<file path="src/verilog/fp_convert_pkg.sv">
`default_nettype none

package fp_convert_pkg;

    // binary32 layout.
    localparam int word_width = 32;
    localparam int exp_width  = 8;
    localparam int man_width  = 23;
    localparam int exp_bias   = 127;

    // largest unbiased exponent whose integer part fits in 31 bits.
    localparam int max_shift = word_width - 2;

    // biased exponent for a leading one at bit 31.
    localparam int int_exp_top = exp_bias + word_width - 1;

    // stages in each converter.
    localparam int pipe_depth = 3;

    typedef enum logic
    {
        op_fptosi = 1'b0, // float to signed int.
        op_sitofp = 1'b1  // signed int to float.
    } conv_op_t;

endpackage

`default_nettype wire

</file>
<file path="src/verilog/lead_zero_count.sv">
`timescale 1ns/1ps
`default_nettype none

module lead_zero_count
(
    input  wire  [fp_convert_pkg::word_width-1:0] value,
    output logic [5:0]                            count
);
    import fp_convert_pkg::*;

    // binary search over halves, quarters and so on.
    logic [word_width-1:0] v16;
    logic [word_width-1:0] v8;
    logic [word_width-1:0] v4;
    logic [word_width-1:0] v2;
    logic z16;
    logic z8;
    logic z4;
    logic z2;
    logic z1;
    logic all_zero;

    always_comb
    begin
        z16 = (value[31:16] == 16'd0);
        v16 = z16 ? {value[15:0], 16'd0} : value;

        z8 = (v16[31:24] == 8'd0);
        v8 = z8 ? {v16[23:0], 8'd0} : v16;

        z4 = (v8[31:28] == 4'd0);
        v4 = z4 ? {v8[27:0], 4'd0} : v8;

        z2 = (v4[31:30] == 2'd0);
        v2 = z2 ? {v4[29:0], 2'd0} : v4;

        z1 = ~v2[31]; // one last position to go.

        all_zero = (value == '0);
    end

    // each zero flag adds its weight to the count.
    always_comb
    begin
        if (all_zero)
            count = 6'(word_width);
        else
            count = {1'b0, z16, z8, z4, z2, z1};
    end

endmodule

`default_nettype wire

</file>
<file path="src/verilog/fp_to_int.sv">
`timescale 1ns/1ps
`default_nettype none

module fp_to_int
(
    input  wire                                   clock,
    input  wire                                   resetn,
    input  wire                                   enable,
    input  wire  [fp_convert_pkg::word_width-1:0] dataa,
    output logic [fp_convert_pkg::word_width-1:0] result
);
    import fp_convert_pkg::*;

    // field split of the input word.
    logic                 sign_0;
    logic [exp_width-1:0] exp_0;
    logic [man_width-1:0] man_0;

    assign sign_0 = dataa[word_width-1];
    assign exp_0  = dataa[word_width-2 -: exp_width];
    assign man_0  = dataa[man_width-1:0];

    // stage 1 registers.
    logic                  sign_1;
    logic [word_width-2:0] man_1;
    logic [exp_width-1:0]  shift_1;

    always_ff @(posedge clock or negedge resetn)
    begin
        if (!resetn)
        begin
            sign_1  <= 1'b0;
            man_1   <= '0;
            shift_1 <= '0;
        end
        else if (enable)
        begin
            sign_1 <= sign_0;
            if (exp_0 < exp_width'(exp_bias))
            begin
                man_1   <= '0; // |x| < 1.
                shift_1 <= '0;
            end
            else
            begin
                // implied one at bit 30.
                man_1   <= {1'b1, man_0, (word_width - 2 - man_width)'(0)};
                shift_1 <= exp_0 - exp_width'(exp_bias);
            end
        end
    end

    // stage 2 registers.
    logic                  sign_2;
    logic [word_width-2:0] mag_2;

    always_ff @(posedge clock or negedge resetn)
    begin
        if (!resetn)
        begin
            sign_2 <= 1'b0;
            mag_2  <= '0;
        end
        else if (enable)
        begin
            sign_2 <= sign_1;
            if (shift_1 > exp_width'(max_shift))
                mag_2 <= '1; // too large, inf and nan too.
            else
                mag_2 <= man_1 >> (exp_width'(max_shift) - shift_1);
        end
    end

    // stage 3 applies the sign.
    logic [word_width-1:0] result_3;

    always_ff @(posedge clock or negedge resetn)
    begin
        if (!resetn)
            result_3 <= '0;
        else if (enable)
        begin
            if (sign_2)
                result_3 <= ~{1'b0, mag_2} + word_width'(1);
            else
                result_3 <= {1'b0, mag_2};
        end
    end

    assign result = result_3;

endmodule

`default_nettype wire

</file>
<file path="src/verilog/int_to_fp.sv">
`timescale 1ns/1ps
`default_nettype none

module int_to_fp
(
    input  wire                                   clock,
    input  wire                                   resetn,
    input  wire                                   enable,
    input  wire  [fp_convert_pkg::word_width-1:0] dataa,
    output logic [fp_convert_pkg::word_width-1:0] result
);
    import fp_convert_pkg::*;

    // stage 1 registers sign and magnitude.
    logic                  sign_1;
    logic [word_width-1:0] mag_1;

    always_ff @(posedge clock or negedge resetn)
    begin
        if (!resetn)
        begin
            sign_1 <= 1'b0;
            mag_1  <= '0;
        end
        else if (enable)
        begin
            sign_1 <= dataa[word_width-1];
            // 32'h8000_0000 maps onto itself, still correct unsigned.
            mag_1 <= dataa[word_width-1] ? (~dataa + word_width'(1)) : dataa;
        end
    end

    // normalization.
    logic [5:0] lz_count;

    lead_zero_count lead_zero_count_i
    (
        .value (mag_1),
        .count (lz_count)
    );

    logic                  sign_2;
    logic [word_width-1:0] norm_2;
    logic [exp_width-1:0]  exp_2;
    logic                  zero_2;

    always_ff @(posedge clock or negedge resetn)
    begin
        if (!resetn)
        begin
            sign_2 <= 1'b0;
            norm_2 <= '0;
            exp_2  <= '0;
            zero_2 <= 1'b0;
        end
        else if (enable)
        begin
            sign_2 <= sign_1;
            norm_2 <= mag_1 << lz_count;    // leading one to bit 31.
            exp_2  <= exp_width'(int_exp_top) - exp_width'(lz_count);
            zero_2 <= (lz_count == 6'(word_width));
        end
    end

    // round to nearest even on the bits below the mantissa.
    logic [man_width-1:0] mant;
    logic                 guard;
    logic                 sticky;
    logic                 round_up;
    logic [man_width:0]   mant_rnd;
    logic [exp_width-1:0] exp_rnd;

    always_comb
    begin
        mant     = norm_2[word_width-2 -: man_width];
        guard    = norm_2[word_width-2-man_width];
        sticky   = |norm_2[word_width-3-man_width:0];
        round_up = guard & (sticky | mant[0]);
        mant_rnd = {1'b0, mant} + (man_width + 1)'(round_up);
        // carry out means 2.0, mantissa wraps to zero.
        exp_rnd  = exp_2 + exp_width'(mant_rnd[man_width]);
    end

    logic [word_width-1:0] result_3;

    always_ff @(posedge clock or negedge resetn)
    begin
        if (!resetn)
            result_3 <= '0;
        else if (enable)
        begin
            if (zero_2)
                result_3 <= '0; // +0.0.
            else
                result_3 <= {sign_2, exp_rnd, mant_rnd[man_width-1:0]};
        end
    end

    assign result = result_3;

endmodule

`default_nettype wire

</file>
<file path="src/verilog/fp_convert.sv">
`timescale 1ns/1ps
`default_nettype none

module fp_convert
(
    input  wire                                   clock,
    input  wire                                   resetn,
    input  wire                                   enable,
    input  wire                                   valid,
    input  wire  fp_convert_pkg::conv_op_t        op,
    input  wire  [fp_convert_pkg::word_width-1:0] operand,
    output logic [fp_convert_pkg::word_width-1:0] result,
    output logic                                  result_valid
);
    import fp_convert_pkg::*;

    logic [word_width-1:0] fptosi_result;
    logic [word_width-1:0] sitofp_result;

    // both converters see every operand.
    fp_to_int fp_to_int_i
    (
        .clock  (clock),
        .resetn (resetn),
        .enable (enable),
        .dataa  (operand),
        .result (fptosi_result)
    );

    int_to_fp int_to_fp_i
    (
        .clock  (clock),
        .resetn (resetn),
        .enable (enable),
        .dataa  (operand),
        .result (sitofp_result)
    );

    // opcode and valid ride along with the data.
    conv_op_t              op_pipe [pipe_depth];
    logic [pipe_depth-1:0] valid_pipe;

    always_ff @(posedge clock or negedge resetn)
    begin
        if (!resetn)
        begin
            for (int i = 0; i < pipe_depth; i++)
            begin
                op_pipe[i] <= op_fptosi;
            end
            valid_pipe <= '0;
        end
        else if (enable)
        begin
            op_pipe[0] <= op;
            for (int i = 1; i < pipe_depth; i++)
            begin
                op_pipe[i] <= op_pipe[i-1];
            end
            valid_pipe <= {valid_pipe[pipe_depth-2:0], valid};
        end
    end

    // converter outputs are registered so the mux holds during a stall.
    always_comb
    begin
        if (op_pipe[pipe_depth-1] == op_sitofp)
            result = sitofp_result;
        else
            result = fptosi_result;
    end

    assign result_valid = valid_pipe[pipe_depth-1];

endmodule

`default_nettype wire

</file>
<file path="config.mk">
export PLATFORM = sky130hd
export DESIGN_NAME = fp_convert
export DESIGN_NICKNAME = d
export VERILOG_FILES = /design/src/verilog/fp_convert_pkg.sv /design/src/verilog/lead_zero_count.sv /design/src/verilog/fp_to_int.sv /design/src/verilog/int_to_fp.sv /design/src/verilog/fp_convert.sv
export SDC_FILE = /design/constraint.sdc
export NUM_CORES = 1
export LEC_CHECK = 0
export BUFFER_PORTS_ARGS = -buffer_cell sky130_fd_sc_hd__buf_2
export CAP_MARGIN = 20
export CORE_ASPECT_RATIO = 0.8
export CORE_MARGIN = 2
export CORE_UTILIZATION = 45
export CTS_CLUSTER_DIAMETER = 40
export DETAILED_ROUTE_END_ITERATION = 7
export PLACE_DENSITY = 0.69
export SYNTH_ARGS = -nofsm -noshare
export SYNTH_HDL_FRONTEND = slang
export SYNTH_SLANG_ARGS = --single-unit
</file>
<file path="constraint.sdc">
create_clock -name clock -period 4.1 [get_ports clock]
set_clock_uncertainty 0.05 [all_clocks]
set_input_delay 0.205 -clock clock [delete_from_list [all_inputs] [get_ports clock]]
set_output_delay 0.205 -clock clock [all_outputs]
set_load 0.005 [all_outputs]
</file>
==> impl_metrics.ini <==
[final_layout]
multi_input_area_um2 = 7850
num_antenna_cells = 0
fill_cells = 2771
stdcell_count = 2112
final-seq-area_um2 = 5180
drive_above_1_share_pct = 18.1
fin_nets = 1723
area_growth_pct = 17.7

[global_route]
grt_pass1_vias = 12200
grt_use_total_pct = 29.3
grt_max_degree = 104
grt-ovfl-total = 0
antenna_found_initial = 0
grt_pass1_wl_um = 72400

[power_and_ir_drop]
fin_total_pwr_w = 0.00773
p_int_w = 0.00503
irDropWorstVdd_uv = 464
comb_power_share_pct = 28.9
swShare_pct = 35.0
pwr-share-clk_pct = 35.7
p_sw_w = 0.00271
powerDensity_nw_per_um2 = 481
seqPwrFrac_pct = 35.4
leakagePower_nw = 6.55

[synthesis]
syn-instance-count = 1582
async_reset_ff_share_pct = 100
yosysWarnings = 0
syn_area_per_cell_um2 = 8.64
synth_fp_nets = 1629
synthMuxAreaShare_pct = 8.30
synth_xor_area_share_pct = 6.28
synth-seq-cells = 207
synth-edff-count = 0
synth_top_cell_by_area = dfrtp_1
yosys.area_share.simple_pct = 17.5
synth_top_family_by_area = compound AO/OA/AOI/OAI gates
synth_top_area_share_pct = 37.9
synth_adder_area_share_pct = 0.915
ys_top_cells_by_area = dfrtp_1 (38%), nor2_1 (5.2%), xor2_1 (4.9%)
synth.distinct_cells = 83
synth-compound-area-share_pct = 24.2
synth-main-ff-cell = dfrtp_1
ys_seq_area_share_pct = 37.9
syn-cell-area_um2 = 13700

[floorplanning]
fp.dieH_um = 160
num_rows = 57
design.die.area_um2 = 31800
die_w_um = 199
num_io_pins = 70
fp.coreArea_um2 = 30200
initial_core_util_pct = 45.3

[placement]
place_congestion = 0.994
dp_cells = 2030
portBuffers = 69
post-dp-hpwl_um = 33700

[drt]
wl_per_cell_um = 22.1
route.vias.total = 13100
final_antenna_net_count = 0
dr.pass1.iters = 6
dr.first_iter.drc_count = 1435
drt_wl_total_um = 46700
drc = 0
viasPerCell = 6.19

[critical_path]
crit_required_ns = 4.46
crit_path_end_kind = register
critPathKind = register to register
path_max_fanout = 15
critPathArrivalTime_ns = 4.27
start_kind = register

[cts]
insertion_delay_ns = 0.56
htree_levels = 1
numClockSinks = 207
clockBufferDepth = 3
clockRootBuffer = clkbuf_16
clk_pin_slew_worst_paths_ns = 0.07
numCtsBuffers = 29
cts_tree = yes

[timing]
fin_setup_tns_ns = 0
drv_slew = 0
fin_crit_sh_pct = 95.4
rsz0062_at_grt = no
fmax_mhz = 256
fin_crit_ns = 3.91
worst_slew_pin_slew_ns = 1.15
setup_viol = 0
slew_headroom_pct = 22.9
final_hold_viol_count = 0
timing.hold.ws_ns = 0.0350

[min_path]
hold_class = input pin to register

[run]
max-cap-violations = 0

[run_status]
status = finished clean
-- registers in the layout (all words and copies together), names as in the netlist --
name	flops
int_to_fp_i.zero_2	1
int_to_fp_i.norm_2	31
fp_to_int_i.sign_2	1
fp_to_int_i.mag_2	31
fp_to_int_i.result	32
int_to_fp_i.mag_1	32
int_to_fp_i.result	32
fp_to_int_i.man_1	24
int_to_fp_i.exp_2	8
fp_to_int_i.shift_1	8
valid_pipe	3
op_pipe	3
fp_to_int_i.sign_1	1
-- cells in the mapped netlist (all sizes together), types with 7 or more instances --
cell type	n
dfrtp	207
nor2	193
nand2	163
a21oi	122
o21ai	97
clkbuf	86
xor2	76
mux2	53
inv	45
o2bb2ai	45
nand3	43
mux2i	40
buf	33
nor3	28
o31ai	27
a22o	24
xnor2	22
o211ai	19
or3	17
a221oi	15
nor4	15
a211oi	14
or4	12
a22oi	11
a31oi	10
ha	10
and3	9
o221ai	9
o22ai	9
or2	9
a32oi	8
nand4	8
o2111ai	7
o32ai	7
-- power by group through the flow --
stage / combinational [W] / sequential, W / clock (W)
2_1_floorplan: 0.00144 / 0.00263 / 0
3_3_place_gp: 0.00214 / 0.00275 / 0
3_5_place_dp: 0.00215 / 0.00276 / 0
4_1_cts: 0.00219 / 0.00273 / 0.00279
5_1_grt: 0.00242 / 0.00279 / 0.00289
6_report: 0.00224 / 0.00274 / 0.00276
-- layout make-up --
type                            count  share of cell area [%]
Multi-Input combinational cell   1211                    48.8
Sequential cell                   207                    32.2
Timing Repair Buffer              182                    8.05
Clock buffer                       30                    4.60
Tap cell                          413                    3.21
Clock inverter                     24                    2.06
Inverter                           45                    1.08
-- per-stage QoR --
step / setup WS, ns / util, % / instance area [um2]
2_1_floorplan: 0.367 / - / 13700
3_3_place_gp: 0.161 / 48.7 / 14700
3_5_place_dp: 0.0834 / 48.8 / 14700
4_1_cts: 0.101 / 53.3 / 16100
5_1_grt: 0.00243 / 53.3 / 16100
6_report: 0.187 / 53.3 / 16100
-- repair_timing --
item	CTS	global route
endpoints found under the hold margin	136	0
hold buffers	28	0
gates resized for setup	0	5
setup endpoints to repair	0	8
buffers inserted	0	0
-- per-layer routing --
layer | global-route usage [%] | vias to the layer above | share of wire, %
met5 | 0 | - | 0
met4 | 6.45 | 0 | 2.3
met3 | 6.17 | 84 | 9.9
met2 | 42.9 | 651 | 43
met1 | 44.2 | 6352 | 45
li1 | - | 5981 | -
-- worst max-delay path, stage by stage (launching register included) --
cell,delay (ns)
dfrtp_1,0.43
or4_4,0.54
or4_4,0.62
o21ai_2,0.16
a31oi_1,0.14
o21a_1,0.29
a21oi_4,0.20
buf_4,0.31
mux2i_2,0.32
a221oi_1,0.12
o21ai_0,0.40
o2111ai_1,0.19
-- layout by cell type (no fill, tap or decap), drive strengths merged, types with 45 or more instances in the layout --
| master | count |
|---|---|
| nor2 | 193 |
| inv | 53 |
| a21oi | 122 |
| buf | 153 |
| dfrtp | 207 |
| mux2 | 53 |
| o21ai | 97 |
| o2bb2ai | 45 |
| nand2 | 163 |
| xor2 | 76 |
-- worst paths after layout --
check / from / slack (ns) / depth (start not counted) / end
worst max-delay path: int_to_fp_i.mag_1[31] / 0.19 / 11 / int_to_fp_i.norm_2[28]
worst min-delay path: operand[27] / 0.04 / 3 / fp_to_int_i.shift_1[4]
worst max register to register: int_to_fp_i.mag_1[31] / 0.19 / 11 / int_to_fp_i.norm_2[28]
worst min register to register: fp_to_int_i.sign_1 / 0.43 / 1 / fp_to_int_i.sign_2
max in group asynchronous: resetn / 2.56 / 3 / fp_to_int_i.man_1[20]
min in group asynchronous: resetn / 0.22 / 2 / int_to_fp_i.norm_2[23]
-- kinds of logic (layout without fill, tap and decap cells) --
family,after synthesis,after routing
adder cells (fa/ha/maj),10,10
AO/OA/AOI/OAI,479,479
buffers and inverters,164,281
multiplexers,98,98
XOR/XNOR,98,98
AND/OR/NAND/NOR,526,526
flip-flops,207,207
(Power assumes the default switching activity.)
